## src/design/mem_pkg.sv

```systemverilog
`default_nettype none

package mem_pkg;

    localparam logic [31:0] sram_base = 32'h8000_0000;
    localparam int unsigned sram_words = 256;
    localparam logic [31:0] clint_base = 32'h0200_0000;
    localparam logic [31:0] clint_end = 32'h0200_ffff;

    typedef enum logic [1:0] {
        size_none = 2'b00,
        size_byte = 2'b01,
        size_half = 2'b10,
        size_word = 2'b11
    } mem_size_e;

    typedef enum logic [1:0] {
        resp_okay = 2'b00,
        resp_decerr = 2'b11 // axi decerr code
    } resp_e;

    typedef enum logic [2:0] {
        st_idle,
        st_ar,
        st_r,
        st_aw,
        st_w,
        st_b
    } lsu_state_e;

    // aw channel uses the same layout
    typedef struct packed {
        logic [31:0] addr;
        logic [2:0] size; // axi size code
    } ar_t;

    typedef struct packed {
        logic [31:0] data;
        logic [3:0] strb;
    } w_t;

    typedef struct packed {
        logic [31:0] data;
        resp_e resp;
    } r_t;

    typedef struct packed {
        resp_e resp;
    } b_t;

endpackage

`default_nettype wire

```

## src/design/clint.sv

```systemverilog
`timescale 1ns/1ps
`default_nettype none

module clint (
    input wire logic clk,
    input wire logic reset,
    input mem_pkg::ar_t ar,
    input wire logic ar_valid,
    output logic ar_ready,
    output mem_pkg::r_t r,
    output logic r_valid
);

    logic [63:0] mtime;
    logic [31:0] rdata_q;
    logic r_valid_q;

    assign ar_ready = 1'b1;

    always_ff @(posedge clk) begin
        if (reset) begin
            mtime <= 64'h0;
            r_valid_q <= 1'b0;
        end else begin
            mtime <= mtime + 64'd1;
            r_valid_q <= ar_valid;
        end
    end

    always_ff @(posedge clk) begin
        if (ar_valid) begin
            rdata_q <= ar.addr[2] ? mtime[63:32] : mtime[31:0]; // offset 4 is high word
        end
    end

    assign r = '{data: rdata_q, resp: mem_pkg::resp_okay};
    assign r_valid = r_valid_q;

endmodule

`default_nettype wire

```

## config.mk

```make
export PLATFORM = sky130hd
export DESIGN_NAME = clint
export DESIGN_NICKNAME = d
export VERILOG_FILES = /design/src/design/mem_pkg.sv /design/src/design/clint.sv
export SDC_FILE = /design/constraint.sdc
export NUM_CORES = 1
export LEC_CHECK = 0
export BUFFER_PORTS_ARGS = -buffer_cell sky130_fd_sc_hd__buf_2
export CAP_MARGIN = 10
export CORE_AREA = 2 2 101 103
export DETAILED_ROUTE_END_ITERATION = 16
export DIE_AREA = 0 0 103 105
export GPL_TIMING_DRIVEN = 0
export PLACE_DENSITY = 0.66
export SYNTH_ARGS = -nofsm -noshare
export SYNTH_HDL_FRONTEND = slang
export SYNTH_SLANG_ARGS = --single-unit
```

## constraint.sdc

```tcl
create_clock -name clk -period 2.95 [get_ports clk]
set_input_delay 0.885 -clock clk [delete_from_list [all_inputs] [get_ports clk]]
set_output_delay 0.885 -clock clk [all_outputs]
set_load 0.03 [all_outputs]
```

==> results.env <==
LAYOUT-AREA-OVERHEAD-VS-SYNTH_PCT=13.54
WORSTPATHCELLLIST='ha_1 > nand3_4 > nor4b_4 > nand4_2 > buf_6 > or3_1 > a21oi_1'
CTS-BUFFERS-INSERTED=9
CORE_SQ_UM=9639
RELSLEWSLACK_PCT=49.21
FIN_CRIT_NS=2.575
SYNTHXORXNORAREAFRAC_PCT=6.587
CTS_SETUP_BUFFERS=0
ANTENNA_CELLS_INSERTED=0
DIE-AREA_SQ_UM=10820
GRT-OVFL-TOTAL=0
WORST-SLEW-PIN-TRANSITION_NS=0.7618
FINALNETCOUNT=507
INITIAL_CORE_UTIL_PCT=45.52
CRITPATHMAXSTAGEDELAY_NS=0.59
SYNTHESIZED_AREA_FRACTION_OCCUPIED_BY_ADDER_CELLS_PCT=0.2851
CRITICAL_PATH_PEAK_FANOUT=10
RSZ0062_AT_GRT='false'
FF2FF_SETUP_SLACK_NS=0.38
CLOCK_INSERTION_DELAY_WORST_SKEW_NS=0.37
CTSHTREEMAXLEVEL=3
ROUTER_ITERATIONS_BEFORE_ANTENNA_REPAIR=7
FMAX_MHz=388.4
POST_DETAILED_ROUTE_VIA_TO_CELL_RATIO=5.449
MIN_PERIOD_OVER_PERIOD_PCT=87.28
TIMING.CRITICAL_PATH.FROM_TYPE='register'
END_KIND='register'
POST_ROUTE_CELLS_DRIVE_ABOVE_1_SHARE_PCT=20.30
POST-SYNTH-TOP-AREA-FRACTION_PCT=29.65
GRT_FIRST_PASS_WIRELENGTH_MICRONS=15570
MUXSHAREOFSYNTHAREA_PCT=7.699
CP_SLOWEST_CELL='sky130_fd_sc_hd__nor4b_4'
WL_PER_CELL_MICRONS=15.63
R2R.WORST_PATH.CELLS=7
MAIN_AREA_CONTRIBUTORS_AFTER_SYNTHESIS='sky130_fd_sc_hd__dfxtp_1 (30%), sky130_fd_sc_hd__edfxtp_1 (22%), sky130_fd_sc_hd__mux2_2 (7.7%)'
YS.WARNINGS.COUNT=0
RUN_STATUS='finished, final reports clean'
LAYOUT.CELLS.MOST_COMMON_LIST='sky130_fd_sc_hd__dfxtp_1 (65), sky130_fd_sc_hd__nor2_1 (40), sky130_fd_sc_hd__buf_2 (35)'
CP_REQUIRED_NS=3.25
SYNTHDISTINCTLIBCELLS=37
ROUTED-VIA-COUNT=3302
YOSYS.AREA_SHARE.SIMPLE_PCT=23.64
CTS.REPAIR.RESIZED=0
SEQUENTIAL_TO_TOTAL_AREA_SHARE_FROM_YOSYS_STAT_PCT=51.55
PORTBUFFERS=34
CTSHOLDBUFFERS=0
DETAIL-ROUTE-ANTENNA-NETS=0
CPLARGESTDELAYFAMILY='simple AND/OR/NAND/NOR gates'
CTS-ROOT-BUF='sky130_fd_sc_hd__clkbuf_8'
WORSTSETUPPATHTYPE='reg -> reg'
CP.BUFFERS_INVERTERS=1
MIN_PATH_CELLS=2
HOLD_VIOLATIONS=0
WP_DATA_ARRIVAL_NS=2.87
SYNTH-COMPOUND-AREA-SHARE_PCT=7.471
FINAL-SEQ-AREA_SQ_UM=2262
TRITONCTS_CLOCK_TREE='done'
WORST_VDD_RAIL_IR_DROP_mV=0.2703
P_TOTAL_W=0.002589
STATIC-LEAKAGE-POWER_nW=1.796
POWER_DENSITY_nW_PER_UM2=519.7
SYNTH.LARGEST_AREA_CELL='sky130_fd_sc_hd__dfxtp_1'
CTS.REPORTEDPATHS.CLKPINSLEW_NS=0.09
DRV_CAP=0
DETAILED_ROUTER_S_FIRST_ITERATION_VIOLATION_COUNT=142
GRT_MAX_DEGREE=34
GR-USAGE-ALL-LAYERS_PCT=18.39
SYN_AREA_SQ_UM=4388
DRV_SLEW=0
DRCVIOLATIONCOUNT=0
MULTI_INPUT_COMB_AREA_SQ_UM=2016
CLOCK_SKEW_NS=0.009296
DIE-HEIGHT_MICRONS=105
COMMONEST_NON_FILL_NON_TAP_CELL_IN_THE_LAYOUT='sky130_fd_sc_hd__dfxtp_1'
HPWLAFTERDP_MICRONS=6714
NUMBER_OF_TOP_LEVEL_DESIGN_PORTS=74
CRIT-REG2REG-CAPTURE='mtime[48]$_SDFF_PP0_'
FILLERS=882
POST_SYNTH.CELL_AREA_AVG_SQ_UM=10.40
FINALSETUPTNS_NS=0
SYNTH.FF_LATCH_COUNT=97
GRT_ANTENNA_BEFORE_REPAIR=0
GP_CONGESTION=0.8464
WIRELENGTH_MICRONS=9470
POST_SYNTHESIS_CELLS=422
WORST_HOLD_PATH_TYPE='reg -> reg'
FP.DIEW_MICRONS=103
MIN-DELAY-START='mtime[63]$_SDFF_PP0_'
GRT_PASS1_VIAS=3133
CLOCK_TREE.BUFFER_DEPTH=2
HOLD_PATH_END='mtime[63]$_SDFF_PP0_'
CLOCK_SINK_COUNT=97
FINALSETUPVIOLCOUNT=0
R2R-START='mtime[0]$_SDFF_PP0_'
ROWS=36
SYNTH_TOP_FAMILY_BY_AREA='simple AND/OR/NAND/NOR gates'
==> cells by family (layout without fill, tap and decap cells) <==
family                     Yosys count  in the layout
xor gates and xnor gates            33             33
other                                2              3
buffers and inverters               25             75
AOI/OAI and AO/OA                   60             60
and+or+nand+nor                    174            174
adders and majority gates            1              1
DFF                                 97             97
muxes                               30             30
==> Yosys cell counts <==
cell type,count
sky130_fd_sc_hd__a21oi_1,27
sky130_fd_sc_hd__and2_1,3
sky130_fd_sc_hd__and3_1,5
sky130_fd_sc_hd__and4_1,8
sky130_fd_sc_hd__buf_1,1
sky130_fd_sc_hd__buf_2,1
sky130_fd_sc_hd__buf_4,3
sky130_fd_sc_hd__buf_6,1
sky130_fd_sc_hd__clkbuf_1,13
sky130_fd_sc_hd__conb_1,2
sky130_fd_sc_hd__dfxtp_1,65
sky130_fd_sc_hd__edfxtp_1,32
sky130_fd_sc_hd__ha_1,1
sky130_fd_sc_hd__inv_1,6
sky130_fd_sc_hd__mux2_2,30
sky130_fd_sc_hd__nand2_1,27
sky130_fd_sc_hd__nand3_1,14
sky130_fd_sc_hd__nand3_4,1
sky130_fd_sc_hd__nand4_1,26
sky130_fd_sc_hd__nand4_2,2
sky130_fd_sc_hd__nand4_4,2
sky130_fd_sc_hd__nor2_1,40
sky130_fd_sc_hd__nor2b_1,3
sky130_fd_sc_hd__nor3_1,6
sky130_fd_sc_hd__nor3b_1,1
sky130_fd_sc_hd__nor4_2,1
sky130_fd_sc_hd__nor4_4,1
sky130_fd_sc_hd__nor4b_4,2
sky130_fd_sc_hd__o21a_1,2
sky130_fd_sc_hd__o21ai_0,24
sky130_fd_sc_hd__o21ba_2,2
sky130_fd_sc_hd__o31ai_1,5
sky130_fd_sc_hd__or2_2,1
sky130_fd_sc_hd__or3_1,23
sky130_fd_sc_hd__or4_1,8
sky130_fd_sc_hd__xnor2_1,10
sky130_fd_sc_hd__xor2_1,23
==> metrics by stage <==
stage | cell area (sq um) | hold slack [ns] | util (%) | std cells | worst slack [ns]
floorplan | 4392 | 0.4467 | - | 423 | 0.8430
global placement | 4728 | 0.4707 | 49.05 | 590 | 0.4667
detailed placement | 4728 | 0.4851 | 49.05 | 590 | 0.3446
CTS | 4982 | 0.5026 | 51.69 | 606 | 0.3409
global route | 4982 | 0.5299 | 51.69 | 606 | 0.2239
finish | 4982 | 0.5076 | 51.69 | 606 | 0.3752
==> how the worst max path moves through the flow <==
stage,from,cells past startpoint,slack [ns],endpoint
4_1_cts,mtime[0]$_SDFF_PP0_,7,0.34,mtime[48]$_SDFF_PP0_
3_5_place_dp,mtime[0]$_SDFF_PP0_,7,0.34,mtime[48]$_SDFF_PP0_
5_1_grt,mtime[0]$_SDFF_PP0_,7,0.22,mtime[48]$_SDFF_PP0_
3_3_place_gp,mtime[0]$_SDFF_PP0_,7,0.47,mtime[48]$_SDFF_PP0_
2_1_floorplan,mtime[0]$_SDFF_PP0_,7,0.84,mtime[48]$_SDFF_PP0_
6_report,mtime[0]$_SDFF_PP0_,7,0.38,mtime[48]$_SDFF_PP0_
==> registers in the layout (all words and copies together) (netlist names) <==
register	flops
r_valid	1
rdata_q	32
mtime	64
==> per-layer routing <==
metal,share of wire (%),global-route usage [%],vias to the layer above
li1,-,-,1638
met1,47,25.48,1585
met2,48,28.62,70
met3,4.0,4.080,9
met4,1.1,5.451,0
met5,0,0,-
==> tightest hold or removal path: stages (launching register included) <==
cell	delay [ns]
sky130_fd_sc_hd__dfxtp_1	0.34
sky130_fd_sc_hd__o31ai_1	0.07
sky130_fd_sc_hd__a21oi_1	0.06
==> power breakdown <==
| part | internal [W] | switching, W | total (W) |
|---|---|---|---|
| clock | 0.000612 | 0.000458 | 0.00107 |
| sequential | 0.00140 | 0.00000890 | 0.00140 |
| combinational | 0.0000293 | 0.0000863 | 0.000116 |
| total | 0.00204 | 0.000553 | 0.00259 |
==> cell type report <==
cell class / count / share of cell area (%)
tap: 133 / 3.340
clock inverter: 4 / 1.984
inverter: 6 / 0.4520
sequential: 97 / 45.40
clock buffer: 12 / 3.114
multi-input combinational: 301 / 40.46
buffer: 19 / 1.833
timing repair buffer: 34 / 3.415
Note: power is estimated with default switching activity, not from simulation.
