===== config.mk =====
export PLATFORM = sky130hd
export DESIGN_NAME = mem_xbar
export DESIGN_NICKNAME = d
export VERILOG_FILES = /design/src/design/mem_pkg.sv /design/src/design/mem_xbar.sv
export SDC_FILE = /design/constraint.sdc
export NUM_CORES = 1
export LEC_CHECK = 0
export BUFFER_PORTS_ARGS = -buffer_cell sky130_fd_sc_hd__buf_2
export CORE_AREA = 5 5 143 145
export DETAILED_ROUTE_END_ITERATION = 8
export DIE_AREA = 0 0 148 150
export PLACE_DENSITY = 0.37
export SYNTH_ARGS = -nofsm -noshare
export SYNTH_HDL_FRONTEND = slang
export SYNTH_SLANG_ARGS = --single-unit

===== constraint.sdc =====
create_clock -name clk -period 2.83 [get_ports clk]
set_input_delay 0.283 -clock clk [delete_from_list [all_inputs] [get_ports clk]]
set_output_delay 0.283 -clock clk [all_outputs]
set_load 0.005 [all_outputs]

===== src/design/mem_pkg.sv =====
`default_nettype none

package mem_pkg;

    localparam logic [31:0] sram_base = 32'h8000_0000;
    localparam int unsigned sram_words = 256;
    localparam logic [31:0] clint_base = 32'h0200_0000;
    localparam logic [31:0] clint_end = 32'h0200_ffff;

    typedef enum logic [1:0] {
        size_none = 2'b00,
        size_byte = 2'b01,
        size_half = 2'b10,
        size_word = 2'b11
    } mem_size_e;

    typedef enum logic [1:0] {
        resp_okay = 2'b00,
        resp_decerr = 2'b11 // axi decerr code
    } resp_e;

    typedef enum logic [2:0] {
        st_idle,
        st_ar,
        st_r,
        st_aw,
        st_w,
        st_b
    } lsu_state_e;

    // aw channel uses the same layout
    typedef struct packed {
        logic [31:0] addr;
        logic [2:0] size; // axi size code
    } ar_t;

    typedef struct packed {
        logic [31:0] data;
        logic [3:0] strb;
    } w_t;

    typedef struct packed {
        logic [31:0] data;
        resp_e resp;
    } r_t;

    typedef struct packed {
        resp_e resp;
    } b_t;

endpackage

`default_nettype wire


===== src/design/mem_xbar.sv =====
`timescale 1ns/1ps
`default_nettype none

module mem_xbar (
    input wire logic clk,
    input wire logic reset,
    input mem_pkg::ar_t ar,
    input wire logic ar_valid,
    output logic ar_ready,
    output mem_pkg::r_t r,
    output logic r_valid,
    input mem_pkg::ar_t aw,
    input wire logic aw_valid,
    output logic aw_ready,
    input mem_pkg::w_t w,
    input wire logic w_valid,
    output logic w_ready,
    output mem_pkg::b_t b,
    output logic b_valid,
    output mem_pkg::ar_t sram_ar,
    output logic sram_ar_valid,
    input wire logic sram_ar_ready,
    input mem_pkg::r_t sram_r,
    input wire logic sram_r_valid,
    output mem_pkg::ar_t sram_aw,
    output logic sram_aw_valid,
    input wire logic sram_aw_ready,
    output mem_pkg::w_t sram_w,
    output logic sram_w_valid,
    input wire logic sram_w_ready,
    input mem_pkg::b_t sram_b,
    input wire logic sram_b_valid,
    output mem_pkg::ar_t clint_ar,
    output logic clint_ar_valid,
    input wire logic clint_ar_ready,
    input mem_pkg::r_t clint_r,
    input wire logic clint_r_valid
);

    logic rd_sram;
    logic rd_clint;
    logic wr_sram;
    logic err_r_valid;
    logic err_b_valid;

    assign rd_sram = ar.addr >= mem_pkg::sram_base &&
                     ar.addr < mem_pkg::sram_base + 32'(mem_pkg::sram_words * 4);
    assign rd_clint = ar.addr >= mem_pkg::clint_base && ar.addr <= mem_pkg::clint_end;
    assign wr_sram = aw.addr >= mem_pkg::sram_base &&
                     aw.addr < mem_pkg::sram_base + 32'(mem_pkg::sram_words * 4);

    assign sram_ar = ar;
    assign sram_ar_valid = ar_valid & rd_sram;
    assign clint_ar = ar;
    assign clint_ar_valid = ar_valid & rd_clint;
    assign ar_ready = rd_sram ? sram_ar_ready : (rd_clint ? clint_ar_ready : 1'b1);

    assign r = rd_sram ? sram_r :
               (rd_clint ? clint_r : '{data: 32'h0, resp: mem_pkg::resp_decerr});
    assign r_valid = rd_sram ? sram_r_valid : (rd_clint ? clint_r_valid : err_r_valid);

    // clint window is read only
    assign sram_aw = aw;
    assign sram_aw_valid = aw_valid & wr_sram;
    assign sram_w = w;
    assign sram_w_valid = w_valid & wr_sram;
    assign aw_ready = wr_sram ? sram_aw_ready : 1'b1;
    assign w_ready = wr_sram ? sram_w_ready : 1'b1;
    assign b = wr_sram ? sram_b : '{resp: mem_pkg::resp_decerr};
    assign b_valid = wr_sram ? sram_b_valid : err_b_valid;

    always_ff @(posedge clk) begin
        if (reset) begin
            err_r_valid <= 1'b0;
            err_b_valid <= 1'b0;
        end else begin
            err_r_valid <= ar_valid && !rd_sram && !rd_clint; // answer next cycle
            err_b_valid <= w_valid && !wr_sram;
        end
    end

endmodule

`default_nettype wire


==> metrics.yaml, run 1 <==
outcome: "completed"
maxCapViolations: 0
tns_ns: 0
setup_viol: 0
rows: 51
ant_nets: 0
diodes: 0
clock.fmax_mhz: 441
synthCells: 222
crit_path_start_kind: "input pin"
clockBufferDepth: 2
crit_path_end_kind: "primary output"
synthTopCellsByArea: "buf_4 63%, a22o_1 16%, dfxtp_1 2.3%"
whs_endpoint: "err_b_valid"
critical_path_class: "input pin to primary output"
first_pass_iters: 4
drt_wl_total_mm: 6.95
via_per_inst: 3.15
power.leakage_nw: 1.22
grt_pass1_vias: 1794
holdCritPathClass: "input pin to register"
die_x_microns: 148
avgSynthCellArea_sq_um: 7.87
port_buffers: 236
slew_headroom_pct: 68.6
seq_area_frac_synth_pct: 2.29
fin_nets: 509
wl_per_cell_microns: 12.5
tightest_slew_ns: 0.467
fin_crit_ns: 2.27
netlist_area_sq_um: 1750
swShare_pct: 24.8
p_clk_share_pct: 50.9
comb_power_share_pct: 41.7
final.period_utilization_pct: 80.2
synth_top_cell_by_area: "buf_4"
drc_errors: 0
grt_max_degree: 14
crit_chain: "buf_2 > nor4_2 > nand4_4 > nor2_4 > buf_4 > a22o_1 > buf_2"
cts.clk_slew.worst_paths_ns: 0.03
slowest_delay_ns: 0.41
grt_antenna_before_repair: 1
tritoncts.num_buffers: 3
grt_use_total_pct: 5.32
p_sw_w: 0.000102
synth_cell_types: 21
num_io_pins: 374
vdd_drop_max_uv: 100
utilization_pct: 11.7
die_y_microns: 150
vias: 1756
grt_pass1_wl_mm: 9.43
yosysWarnings: 0
ys_ff_latch: 2
htreeDepth: 1
whs_path_depth: 2
cts_tree: "yes"
internal_power_w: 0.000309
cp_slowest_cell: "nor2_4"
seqPwrFrac_pct: 7.5
hold_ws_ns: 0.246
post-dp-hpwl_mm: 6.34
clkSinkCount: 2
core_sq_um: 19100
postCtsHoldBufs: 0
fill_cells: 2206
finalHoldViolCount: 0
cts_setup_buffers: 0
finalMaxSlewViolations: 0
grt-ovfl-total: 0
cts_root_buf: "clkbuf_16"
ctsResizeCount: 0
drive_gt1_share_pct: 79.3
gp_congestion: 0.693
hp-start: "reset"
path_common_cell: "buf_2"
dr.first_iter.drc_count: 24
synth_nets: 410
p_per_area_nw_per_um2: 184
yosysTopAreaCellShare_pct: 63.2
cp.arrival_ns: 1.99
critPathLaunch: "ar[31]"
cp.required_ns: 2.55
syn_to_final_growth_pct: 27.9
initial_core_util_pct: 9.15
die-area_sq_um: 22200
rsz0062_at_grt: "no"
critical_path.max_fanout: 13
## cell families after synthesis
family	count (synthesis)	share of synthesized area, %
compound gates	35	17.3
buf+inv	147	63.2
flops	2	2.29
mux	1	0.645
simple gates	37	16.5
## per-stage QoR
step | instances | setup WS, ns | power, W | area, sq um
2_1_floorplan | 222 | 1.04 | 0.000203 | 1750
3_3_place_gp | 554 | 0.476 | 0.000208 | 2160
3_5_place_dp | 554 | 0.477 | 0.000206 | 2160
4_1_cts | 557 | 0.469 | 0.000418 | 2230
5_1_grt | 557 | 0.363 | 0.000436 | 2230
6_report | 557 | 0.561 | 0.000411 | 2230
## worst max-delay path by stage
| stage | end | depth (start not counted) |
|---|---|---|
| finish | r[16] | 7 |
| global route | r[15] | 7 |
| CTS | r[16] | 7 |
| detailed placement | r[21] | 7 |
| global placement | r[21] | 7 |
| floorplan | b_valid | 3 |
## critical path: cells and delay by family
family,cells,cell delay (ns)
buffers and inverters,3,0.49
AND/OR/NAND/NOR,3,1.06
AO/OA/AOI/OAI,1,0.15
## flip-flops by register name, indices dropped and copies added, names as in the netlist
name         count
err_b_valid      1
err_r_valid      1
## layer usage
| metal | vias up | track usage [%] | part of all wire, % |
|---|---|---|---|
| li1 | 822 | - | - |
| met1 | 740 | 4.84 | 30 |
| met2 | 174 | 11.0 | 54 |
| met3 | 18 | 1.61 | 13 |
| met4 | 2 | 1.76 | 2.0 |
| met5 | - | 0 | 0.19 |
## cells in the mapped netlist, drive strengths merged
library cell    n
a21oi           1
a22o           32
and2            4
buf           147
dfxtp           2
mux2            1
nand2           1
nand2b          1
nand4           2
nor2            6
nor3            6
nor3b           1
nor4            8
nor4b           3
o22a            2
or2b            4
or4             1
## power groups by stage
| stage | Combinational, W | Clock [W] | Sequential, W |
|---|---|---|---|
| 4_1_cts | 0.000175 | 0.000212 | 0.0000311 |
| 2_1_floorplan | 0.000173 | 0 | 0.0000305 |
| 3_5_place_dp | 0.000175 | 0 | 0.0000314 |
| 3_3_place_gp | 0.000177 | 0 | 0.0000314 |
| 6_report | 0.000171 | 0.000209 | 0.0000307 |
| 5_1_grt | 0.000190 | 0.000215 | 0.0000310 |
## cell type report
| class | count | area (sq um) | share of cell area [%] |
|---|---|---|---|
| Sequential cell | 2 | 40.0 | 1.79 |
| Clock buffer | 3 | 75.1 | 3.36 |
| Timing Repair Buffer | 241 | 1220 | 54.5 |
| Tap cell | 238 | 298 | 13.3 |
| Multi-Input combinational cell | 73 | 603 | 27.0 |
## placed cells by master (no fill, tap or decap)
cell type,Yosys,routed
nor2_1,4,4
and2_1,4,4
nor3_1,6,6
nor4_2,3,3
buf_4,147,5
dfxtp_1,2,2
nor4b_1,3,3
clkbuf_16,0,3
nor3b_1,1,1
nor2_4,2,2
a21oi_1,1,1
mux2_2,1,1
nor4_4,1,1
or2b_1,4,4
a22o_1,32,32
buf_2,0,236
nand4_4,1,1
or4_4,1,1
o22a_1,2,2
nand2_1,1,1
nand2b_1,1,1
nor4_1,4,4
nand4_1,1,1
Power figures use the tool's default switching activity.
==> inputs of run 2 (changes only) <==
--- a/config.mk
+++ b/config.mk
@@ -6,10 +6,10 @@
 export NUM_CORES = 1
 export LEC_CHECK = 0
 export BUFFER_PORTS_ARGS = -buffer_cell sky130_fd_sc_hd__buf_2
-export CORE_AREA = 5 5 143 145
+export CORE_AREA = 5 5 141 143
 export DETAILED_ROUTE_END_ITERATION = 8
-export DIE_AREA = 0 0 148 150
-export PLACE_DENSITY = 0.37
+export DIE_AREA = 0 0 146 148
+export PLACE_DENSITY = 0.39
 export SYNTH_ARGS = -nofsm -noshare
 export SYNTH_HDL_FRONTEND = slang
 export SYNTH_SLANG_ARGS = --single-unit
==> constraint.sdc (replaced) <==
create_clock -name clk -period 2 [get_ports clk]
set_input_delay 0.2 -clock clk [delete_from_list [all_inputs] [get_ports clk]]
set_output_delay 0.2 -clock clk [all_outputs]
set_load 0.005 [all_outputs]
==> metrics.yaml, run 2 (synthesized netlist as in run 1, its figures left out) <==
cp.arrival_ns: 1.65  # -0.34 ns
tightest_slew_ns: 0.359  # -0.108 ns
cts_root_buf: "clkbuf_16"
crit_path_start_kind: "input pin"
gp_congestion: 0.704  # +1.5%
wl_per_cell_microns: 14.1  # +13%
grt_antenna_before_repair: 0  # -1
cts_tree: "yes"
htreeDepth: 1  # unchanged
holdCritPathClass: "input pin to register"
clock.fmax_mhz: 540
die_y_microns: 148  # -1.3%
vdd_drop_max_uv: 283  # +180%
outcome: "completed"
grt_max_degree: 35  # +21
tritoncts.num_buffers: 3  # unchanged
largest_registers: "err_b_valid (1), err_r_valid (1)"
path_delay_family: "simple AND/OR/NAND/NOR gates"
drt_wl_total_mm: 7.80  # +12%
first_pass_iters: 4  # unchanged
critical_path_class: "input pin to primary output"
crit_chain: "buf_2 > nor4_1 > buf_4 > nand4_1 > nor4_4 > buf_4 > or2b_1 > buf_2"
fin_crit_ns: 1.85
die-area_sq_um: 21600  # -2.7%
syn_to_final_growth_pct: 29.9
dr.first_iter.drc_count: 20  # -17%
placed_cell_area_sq_um: 2190  # +1.3%
dp_cells: 551  # -0.54%
maxCapViolations: 0  # unchanged
crit_path_end_kind: "primary output"
p_per_area_nw_per_um2: 258  # +41%
die_x_microns: 146  # -1.4%
layout_common_cells: "236 x buf_2, 32 x a22o_1, 6 x nor3_1"
total_power_w: 0.000586  # +43%
drc_errors: 0  # unchanged
final.period_utilization_pct: 92.7
layout_commonest_cell: "buf_2"
slew_headroom_pct: 75.9  # +7.3 points
cp.required_ns: 1.80  # -0.75 ns
num_io_pins: 374  # unchanged
rsz0062_at_grt: "no"
clkSinkCount: 2  # unchanged
finalHoldViolCount: 0  # unchanged
slowest_delay_ns: 0.27  # -0.14 ns
post-dp-hpwl_mm: 7.13  # +13%
drive_gt1_share_pct: 79.7  # +0.38 points
finalMaxSlewViolations: 0  # unchanged
tns_ns: 0  # unchanged
path_buf_inv: 4  # +1
ant_nets: 0  # unchanged
vias: 1807  # +2.9%
power.leakage_nw: 1.23  # +0.88%
cts_setup_buffers: 0  # unchanged
cp_slowest_cell: "nor4_1"
grt_pass1_vias: 1814  # +1.1%
initial_core_util_pct: 9.46  # +0.31 points
fin_nets: 510  # +0.20%
port_buffers: 236  # unchanged
core_sq_um: 18500  # -3.3%
fin_area_sq_um: 2270  # +1.5%
grt_pass1_wl_mm: 10.7  # +14%
clockBufferDepth: 2  # unchanged
grt_use_total_pct: 6.34  # +1.0 points
grt-ovfl-total: 0  # unchanged
critical_path.max_fanout: 7  # -6
fin_cells: 554  # -0.54%
cts.clk_slew.worst_paths_ns: 0.03  # about the same
setup_viol: 0  # unchanged
rows: 50  # -2.0%
via_per_inst: 3.26  # +3.5%
diodes: 0  # unchanged
==> run 2: cell count changes in the layout (fill, tap and decap cells not counted), sizes merged <==
| cell | before | now |
|---|---|---|
| buf | 241 | 242 |
==> run 2: routing by layer <==
layer	vias up	global-route usage, %	wire (microns)
met3	28	3.13	1080
met1	760	5.35	2260
met4	0	1.74	242
li1	825	-	-
met2	194	13.0	4220
met5	-	0	0
==> run 2: layout make-up <==
type	instances	area, sq um
fill	2151	16200
timing repair buffer	242	1250
multi-input combinational	73	609
tap	234	293
clock buffer	3	75.1
sequential	2	40.0
==> run 2: final timing paths <==
kind                  slack (ns)     endpoint    from  cells past startpoint
worst max-delay path        0.15     aw_ready  aw[33]                      8
worst min-delay path        0.19  err_b_valid   reset                      2
==> run 2: metrics by stage <==
step	hold slack (ns)	utilization (%)	setup slack, ns
global placement	0.400	11.9	0.0125
floorplan	0.276	-	0.379
finish	0.188	12.3	0.147
CTS	0.186	12.3	0.00469
global route	0.193	12.3	0.0440
detailed placement	0.400	11.9	0.0199
==> run 2: report_power, final <==
group	internal [W]	switching, W	total (W)
Clock	0.000254	0.0000421	0.000296
Sequential	0.0000424	0.00000100	0.0000434
Combinational	0.000142	0.000105	0.000247
==> run 2: repair_timing <==
action | in CTS | in global routing
resized for setup | 0 | 1
hold endpoints to repair | 0 | 0
endpoints found under the setup margin | 0 | 4
hold buffers | 0 | 0
