## src/design/mem_pkg.sv

```systemverilog
`default_nettype none

package mem_pkg;

    localparam logic [31:0] sram_base = 32'h8000_0000;
    localparam int unsigned sram_words = 256;
    localparam logic [31:0] clint_base = 32'h0200_0000;
    localparam logic [31:0] clint_end = 32'h0200_ffff;

    typedef enum logic [1:0] {
        size_none = 2'b00,
        size_byte = 2'b01,
        size_half = 2'b10,
        size_word = 2'b11
    } mem_size_e;

    typedef enum logic [1:0] {
        resp_okay = 2'b00,
        resp_decerr = 2'b11 // axi decerr code
    } resp_e;

    typedef enum logic [2:0] {
        st_idle,
        st_ar,
        st_r,
        st_aw,
        st_w,
        st_b
    } lsu_state_e;

    // aw channel uses the same layout
    typedef struct packed {
        logic [31:0] addr;
        logic [2:0] size; // axi size code
    } ar_t;

    typedef struct packed {
        logic [31:0] data;
        logic [3:0] strb;
    } w_t;

    typedef struct packed {
        logic [31:0] data;
        resp_e resp;
    } r_t;

    typedef struct packed {
        resp_e resp;
    } b_t;

endpackage

`default_nettype wire

```

## src/design/lsu.sv

```systemverilog
`timescale 1ns/1ps
`default_nettype none

module lsu (
    input wire logic clk,
    input wire logic reset,
    input wire logic start,
    input wire logic wen,
    input wire logic ren,
    input wire logic sign,
    input mem_pkg::mem_size_e size,
    input wire logic [31:0] addr,
    input wire logic [31:0] wdata,
    output logic [31:0] rdata,
    output logic done,
    output logic err,
    output mem_pkg::ar_t ar,
    output logic ar_valid,
    input wire logic ar_ready,
    input mem_pkg::r_t r,
    input wire logic r_valid,
    output mem_pkg::ar_t aw,
    output logic aw_valid,
    input wire logic aw_ready,
    output mem_pkg::w_t w,
    output logic w_valid,
    input wire logic w_ready,
    input mem_pkg::b_t b,
    input wire logic b_valid
);

    mem_pkg::lsu_state_e state;
    logic [2:0] axi_size;
    logic [3:0] strb;
    logic [31:0] shifted;
    logic [31:0] load_ext;
    logic done_q;
    logic err_q;
    logic [31:0] rdata_q;

    always_comb begin
        case (size)
            mem_pkg::size_half: axi_size = 3'b001;
            mem_pkg::size_word: axi_size = 3'b010;
            default: axi_size = 3'b000;
        endcase
    end

    always_comb begin
        case (size)
            mem_pkg::size_byte: strb = 4'b0001 << addr[1:0];
            mem_pkg::size_half: strb = addr[1] ? 4'b1100 : 4'b0011;
            mem_pkg::size_word: strb = 4'b1111;
            default: strb = 4'b0000;
        endcase
    end

    assign ar = '{addr: addr, size: axi_size};
    assign aw = '{addr: addr, size: axi_size};
    assign w = '{data: wdata << {addr[1:0], 3'b000}, strb: strb}; // move to byte lane

    assign ar_valid = (state == mem_pkg::st_ar);
    assign aw_valid = (state == mem_pkg::st_aw);
    assign w_valid = (state == mem_pkg::st_w); // one cycle after aw beat

    always_comb begin
        shifted = r.data >> {addr[1:0], 3'b000};
        case (size)
            mem_pkg::size_byte: load_ext = {{24{sign & shifted[7]}}, shifted[7:0]};
            mem_pkg::size_half: load_ext = {{16{sign & shifted[15]}}, shifted[15:0]};
            mem_pkg::size_word: load_ext = shifted;
            default: load_ext = 32'h0;
        endcase
    end

    always_ff @(posedge clk) begin
        if (reset) begin
            state <= mem_pkg::st_idle;
            done_q <= 1'b0;
            err_q <= 1'b0;
        end else begin
            done_q <= 1'b0;
            err_q <= 1'b0;
            case (state)
                mem_pkg::st_idle: begin
                    if (start && ren) begin
                        state <= mem_pkg::st_ar;
                    end else if (start && wen) begin
                        state <= mem_pkg::st_aw;
                    end
                end
                mem_pkg::st_ar: if (ar_ready) state <= mem_pkg::st_r;
                mem_pkg::st_r: begin
                    if (r_valid) begin
                        state <= mem_pkg::st_idle;
                        done_q <= 1'b1;
                        err_q <= (r.resp == mem_pkg::resp_decerr);
                    end
                end
                mem_pkg::st_aw: if (aw_ready) state <= mem_pkg::st_w;
                mem_pkg::st_w: if (w_ready) state <= mem_pkg::st_b;
                mem_pkg::st_b: begin
                    if (b_valid) begin
                        state <= mem_pkg::st_idle;
                        done_q <= 1'b1;
                        err_q <= (b.resp == mem_pkg::resp_decerr);
                    end
                end
                default: state <= mem_pkg::st_idle;
            endcase
        end
    end

    always_ff @(posedge clk) begin
        if (state == mem_pkg::st_r && r_valid) begin
            rdata_q <= load_ext; // held until next load
        end
    end

    assign rdata = rdata_q;
    // no-access request finishes at once
    assign done = done_q | (start && state == mem_pkg::st_idle && !ren && !wen);
    assign err = err_q;

endmodule

`default_nettype wire

```

## config.mk

```make
export PLATFORM = sky130hd
export DESIGN_NAME = lsu
export DESIGN_NICKNAME = d
export VERILOG_FILES = /design/src/design/mem_pkg.sv /design/src/design/lsu.sv
export SDC_FILE = /design/constraint.sdc
export NUM_CORES = 1
export LEC_CHECK = 0
export ABC_AREA = 1
export BUFFER_PORTS_ARGS = -buffer_cell sky130_fd_sc_hd__buf_2
export CORE_MARGIN = 5
export CORE_UTILIZATION = 35
export CTS_CLUSTER_SIZE = 28
export DETAILED_ROUTE_END_ITERATION = 8
export GPL_TIMING_DRIVEN = 1
export PLACE_DENSITY = 0.74
export REMOVE_ABC_BUFFERS = 1
export SLEW_MARGIN = 20
export SYNTH_ARGS = -nofsm -noshare
export SYNTH_HDL_FRONTEND = slang
export SYNTH_SLANG_ARGS = --single-unit
```

## constraint.sdc

```tcl
create_clock -name clk -period 2.8 [get_ports clk]
set_clock_uncertainty 0.05 [all_clocks]
set_input_delay 0.56 -clock clk [delete_from_list [all_inputs] [get_ports clk]]
set_output_delay 0.56 -clock clk [all_outputs]
set_load 0.03 [all_outputs]
```

==> results of run 1 <==
report_power, final:
group | internal (mW) | switching, mW
logic | 0.253 | 0.611
clock network | 0.262 | 0.192
registers | 0.707 | 0.0511
flip-flops by register name (all words and copies together), names as in the netlist:
signal and count:
rdata 32, state 3, done_q 1, err 1
layout make-up:
class / instances / area [sq um] / share of cell area [%]
Clock buffer: 5 / 68.8 / 1.91
Tap cell: 108 / 135 / 3.75
Inverter: 49 / 189 / 5.24
Antenna cell: 2 / 5.00 / 0.139
Timing Repair Buffer: 170 / 868 / 24.1
Sequential cell: 37 / 1060 / 29.4
Multi-Input combinational cell: 246 / 1240 / 34.3
Clock inverter: 3 / 41.3 / 1.14
stage by stage:
stage	setup WS [ns]	hold WS [ns]	std cells
2_1_floorplan	0.218	0.523	332
3_5_place_dp	0.420	0.571	610
4_1_cts	0.416	0.410	618
3_3_place_gp	0.425	0.569	610
5_1_grt	0.305	0.421	618
6_report	0.408	0.413	620
synthesized netlist by cell type (2+ instances only):
| cell | number | area [sq um] |
|---|---|---|
| buf_6 | 4 | 45.0 |
| o221ai_1 | 18 | 158 |
| buf_4 | 70 | 526 |
| a21oi_1 | 16 | 80.1 |
| o221ai_2 | 2 | 30.0 |
| dfxtp_1 | 5 | 100 |
| nand2_2 | 2 | 12.5 |
| nand3_1 | 46 | 230 |
| nand2_1 | 73 | 274 |
| nand2_4 | 3 | 33.8 |
| nor2_2 | 5 | 31.3 |
| edfxtp_1 | 32 | 961 |
| buf_2 | 10 | 50.1 |
| or2_2 | 2 | 12.5 |
| clkbuf_1 | 5 | 18.8 |
| o21ai_0 | 22 | 110 |
| inv_2 | 3 | 11.3 |
| nor3_1 | 5 | 25.0 |
| o211ai_1 | 4 | 30.0 |
| inv_1 | 44 | 165 |
| nor2_1 | 39 | 146 |
cells by family after synthesis:
group,Yosys count,synth area share [%]
and+or+nand+nor,178,25.3
buffers and inverters,139,26.7
DFF,37,34.0
AOI/OAI and AO/OA,66,13.9
other,1,0.120
routing by layer:
metal	global-route usage [%]	vias up
met5	10.0	-
met4	3.79	6
met3	15.6	17
met2	27.1	317
met1	29.2	1408
li1	-	1507
path summary, 6_finish.rpt:
path	cells after the start	end	from	slack [ns]
setup reg to reg	7	err	state[1]	0.98
setup / recovery	5	w[32]	addr[0]	0.41
hold reg to reg	2	state[1]	state[1]	0.58
hold / removal	2	err	reset	0.41
==> metrics.txt, run 1 <==
status finished, final reports clean; full die area 0.0109 sq mm; vias in the first global route 3101; via count 3255; row cnt 34; Max Slew Vio Count 0; DR iter-0 viols 201; Die Ht 104 um; Buffers & Inverters on Critical Path 3; H-tree lvl count 2; largest net degree at the start of global routing 28; top layer in use met5; Post-synth EDFFs 32; Clk Latency, worst-skew pair 0.29 ns; Max FO, Critical Path 22; DR pass1 iterations 4; critical path type input pin to output pin; CTS sink count 37; synth-to-layout area growth 15.6%; clock slew at reported path FFs 0.08 ns; Setup TNS 0 ns; sequential-to-total area share from yosys stat 34.0%; fillcell total 894; synthesized cell area 0.00312 sq mm; maxcap violations 0; Setup crit end kind output pin; Post-Synthesis Cells 421; fin area 0.00361 sq mm; CP top delay family buffers and inverters; residual DRC count 0; area of the core region 0.00872 sq mm; Yosys Warn Count 0; critical path data required time 2.19 ns; RSZ-0062 raised after global routing false; Slew @ Worst Pin 0.652 ns; Tcrit/Tclk final 85.4%; CP cell instances buf_2 -> buf_4 -> nand2_4 -> o221ai_1 -> buf_2; Fin. Hold Viols 0; DR WL/cell 20.1 um; Setup-failing EPs final 0; PortBufs 163; CTS tree done; Nets 622; first-pass GRT wire length 18.3 mm; flops & latches, synth 37; I/O pin cnt 256; vias per cell 5.25; area post-placement 0.00349 sq mm; max incr delay on CP 0.27 ns; HP Class input pin to register; Total GRT Usage 21.7%; clk root buf clkbuf_8; Peak Freq 418 MHz; GPL Wtd Cong 0.916; wl on met1 5.19 mm; commonest non-fill, non-tap cells in the layout buf_2, nand2_1, nand3_1; worst vdd ir 188 uV; Yosys cell types 32; Clock Tree Buf Depth 2; layout cells sized above 1 38.6%; DP Wirelength 10.0 mm; Critical-path top delay cell buf_4; initial antenna violation count 2; starting density of the core 35.8%; overall power 2.08 mW; Congestion Overflow GR 0; relative slew slack 56.5%; pwr dens 576 mW/mm^2; ANT nets after route 0; WL final 12.4 mm; TritonCTS buffer count 5; met2 WL 4.42 mm; hold buffers post-CTS 0; commonest register cell after synthesis edfxtp_1; Post-synth ARST share 0%; chip width 104 um; met3 wire len 2.60 mm; Final Util 41.4%; CTS resizes 0; Worst path most repeated cell buf_2; Critical Path AT 1.78 ns; Setup Buffers After CTS 0; fin crit period 2.39 ns; startpoint types input pin; Pleak 1.91 nW; syn avg cell area 7.41 sq um; most common cell after layout, fill and taps aside buf_2
Note: power is estimated with default switching activity, not from simulation.
==> run 2: changes to the inputs <==
CELL_PAD_IN_SITES_DETAIL_PLACEMENT = 1   (was not set)
CELL_PAD_IN_SITES_GLOBAL_PLACEMENT = 1   (was not set)
CORE_UTILIZATION = 26   (was 35)
PLACE_DENSITY = not set   (was 0.74)
PLACE_DENSITY_LB_ADDON = 0.1   (was not set)
==> run 2 against run 1 <==
Compared with the run above:
- combinational power grew 2%
- power grew 4.2%
- clock power grew 17%
- critical path depth grew 1
- first-iteration DRC count shrank 45%
- utilization shrank 10 points
- hold slack gained 0.010 ns
- via count shrank 2.4%
- register-to-register slack gained 0.08 ns
- sequential share of layout area shrank 0.63 points
- non-clock buffer count grew 1
- cell count grew 6.1%
- largest power group unchanged
==> metrics.txt, run 2 (synthesis results as in run 1) <==
status finished, final reports clean; most common cell after layout, fill and taps aside buf_2; Clock Power Share 24.5% (+2.6 points); ANT nets after route 0 (unchanged); DR WL/cell 19.9 um (-0.83%); Inserted Diodes 0 (-2); Switch Pwr 880 uW (+3.1%); GPL Wtd Cong 0.765 (-16%); initial antenna violation count 1 (-1); starting density of the core 26.2% (-9.6 points); DR pass1 iterations 4 (unchanged); WL final 13.1 mm (+5.2%); residual DRC count 0 (unchanged); Max Slew Vio Count 0 (unchanged); WHS Path Cells 2 (unchanged); CTS resizes 0 (unchanged); max reg flops 32 (unchanged); Hold Path Sink err; Pleak 1.93 nW (+1.2%); Nets 623 (+0.16%); clk root buf clkbuf_16; Total GRT Usage 18.2% (-3.5 points); area of the core region 0.0119 sq mm (+37%); Clk Latency, worst-skew pair 0.27 ns (-0.02 ns); Comb pwr share 40.5% (-1.1 points); relative slew slack 54.3% (-2.2 points); reg-to-reg setup timing slack 1.06 ns (+0.08 ns); Flop pwr share 35.0% (-1.5 points); TritonCTS buffer count 5 (unchanged); Hold Path Origin reset; Setup-failing EPs final 0 (unchanged); HP Class input pin to register; Setup crit end kind output pin; CTS sink count 37 (unchanged); Critical Path AT 1.86 ns (+0.08 ns); Tcrit/Tclk final 88.3% (+2.9 points); FF-to-FF End rdata[4]; Setup TNS 0 ns (unchanged); layout cells sized above 1 38.6% (-0.076 points); vias in the first global route 3474 (+12%); synth-to-layout area growth 18.1%; chip width 120 um (+14%); vias per cell 4.83 (-8.0%); Setup Buffers After CTS 0 (unchanged); startpoint types input pin; Peak Freq 404 MHz (-3.2%); Congestion Overflow GR 0 (unchanged); first-pass GRT wire length 20.1 mm (+10%); PortBufs 163 (unchanged); row cnt 40 (+18%); CTS tree done; full die area 0.0143 sq mm (+31%); switching share of power 40.7% (-0.45 points); worst vdd ir 229 uV (+22%); DP Wirelength 10.4 mm (+3.6%); RSZ-0062 raised after global routing false; overall power 2.16 mW (+4.2%); Fin. Hold Viols 0 (unchanged); critical path type input pin to output pin; Clock Tree Buf Depth 2 (unchanged); H-tree lvl count 2 (unchanged); Die Ht 120 um (+14%); hold buffers post-CTS 0 (unchanged); commonest non-fill, non-tap cells in the layout buf_2, nand2_1, nand3_1; pwr dens 587 mW/mm^2 (+2.0%); I/O pin cnt 256 (unchanged); Max FO, Critical Path 13 (-41%); reg2reg path depth 5 (-2); clock slew at reported path FFs 0.06 ns (-0.02 ns); critical path data required time 2.19 ns (about the same); DR iter-0 viols 111 (-45%); maxcap violations 0 (unchanged); via count 3177 (-2.4%); Crit Reg-Reg Startpoint state[1]; Slew @ Worst Pin 0.684 ns (+0.0323 ns); Internal 1.28 mW (+5.0%); largest net degree at the start of global routing 35 (+25%); fin crit period 2.47 ns (+0.0798 ns)
==> run 2: worst max path at each step <==
stage | start | end | slack (ns) | depth (start not counted)
6_report | addr[0] | w[22] | 0.33 | 6
2_1_floorplan | state[1] | rdata[0] | 0.22 | 4
3_3_place_gp | addr[0] | w[25] | 0.41 | 6
5_1_grt | addr[0] | w[2] | 0.14 | 6
4_1_cts | addr[0] | w[22] | 0.31 | 6
3_5_place_dp | addr[0] | w[22] | 0.32 | 6
==> run 2: area by class of cell <==
| class | count | area, sq um |
|---|---|---|
| inverter | 49 | 189 |
| fill | 1538 | 8230 |
| tap | 147 | 184 |
| sequential | 37 | 1060 |
| multi-input combinational | 246 | 1240 |
| timing repair buffer | 171 | 876 |
| clock buffer | 5 | 125 |
| clock inverter | 3 | 12.5 |
==> run 2: power by group through the flow <==
stage	registers (mW)	clock network, mW	logic (mW)
after CTS	0.760	0.551	0.893
after floorplan	0.902	0	0.428
final	0.757	0.530	0.878
after global placement	0.770	0	0.887
after detailed placement	0.770	0	0.890
after global routing	0.768	0.573	0.960
==> run 2: critical path: stages <==
cell and delay [ns]:
buf_2 0.13, buf_4 0.18, nor2_1 0.16, clkinv_1 0.30, o221ai_1 0.28, buf_2 0.24
==> run 2: metal layers <==
| layer | GRT usage (%) | vias to the layer above | wire length (um) |
|---|---|---|---|
| li1 | - | 1504 | - |
| met2 | 26.1 | 185 | 5360 |
| met3 | 11.2 | 15 | 1820 |
| met5 | 7.35 | - | 141 |
| met1 | 22.6 | 1467 | 5630 |
| met4 | 3.87 | 6 | 151 |
==> run 2: through the flow <==
| step | instances | setup WS, ns | area, sq um | utilization [%] | hold slack, ns |
|---|---|---|---|---|---|
| finish | 658 | 0.328 | 3690 | 30.9 | 0.424 |
| global route | 658 | 0.136 | 3690 | 30.9 | 0.440 |
| CTS | 658 | 0.311 | 3690 | 30.9 | 0.421 |
| detailed placement | 650 | 0.321 | 3550 | 29.8 | 0.603 |
| global placement | 650 | 0.406 | 3550 | 29.8 | 0.598 |
| floorplan | 332 | 0.218 | 2480 | - | 0.523 |
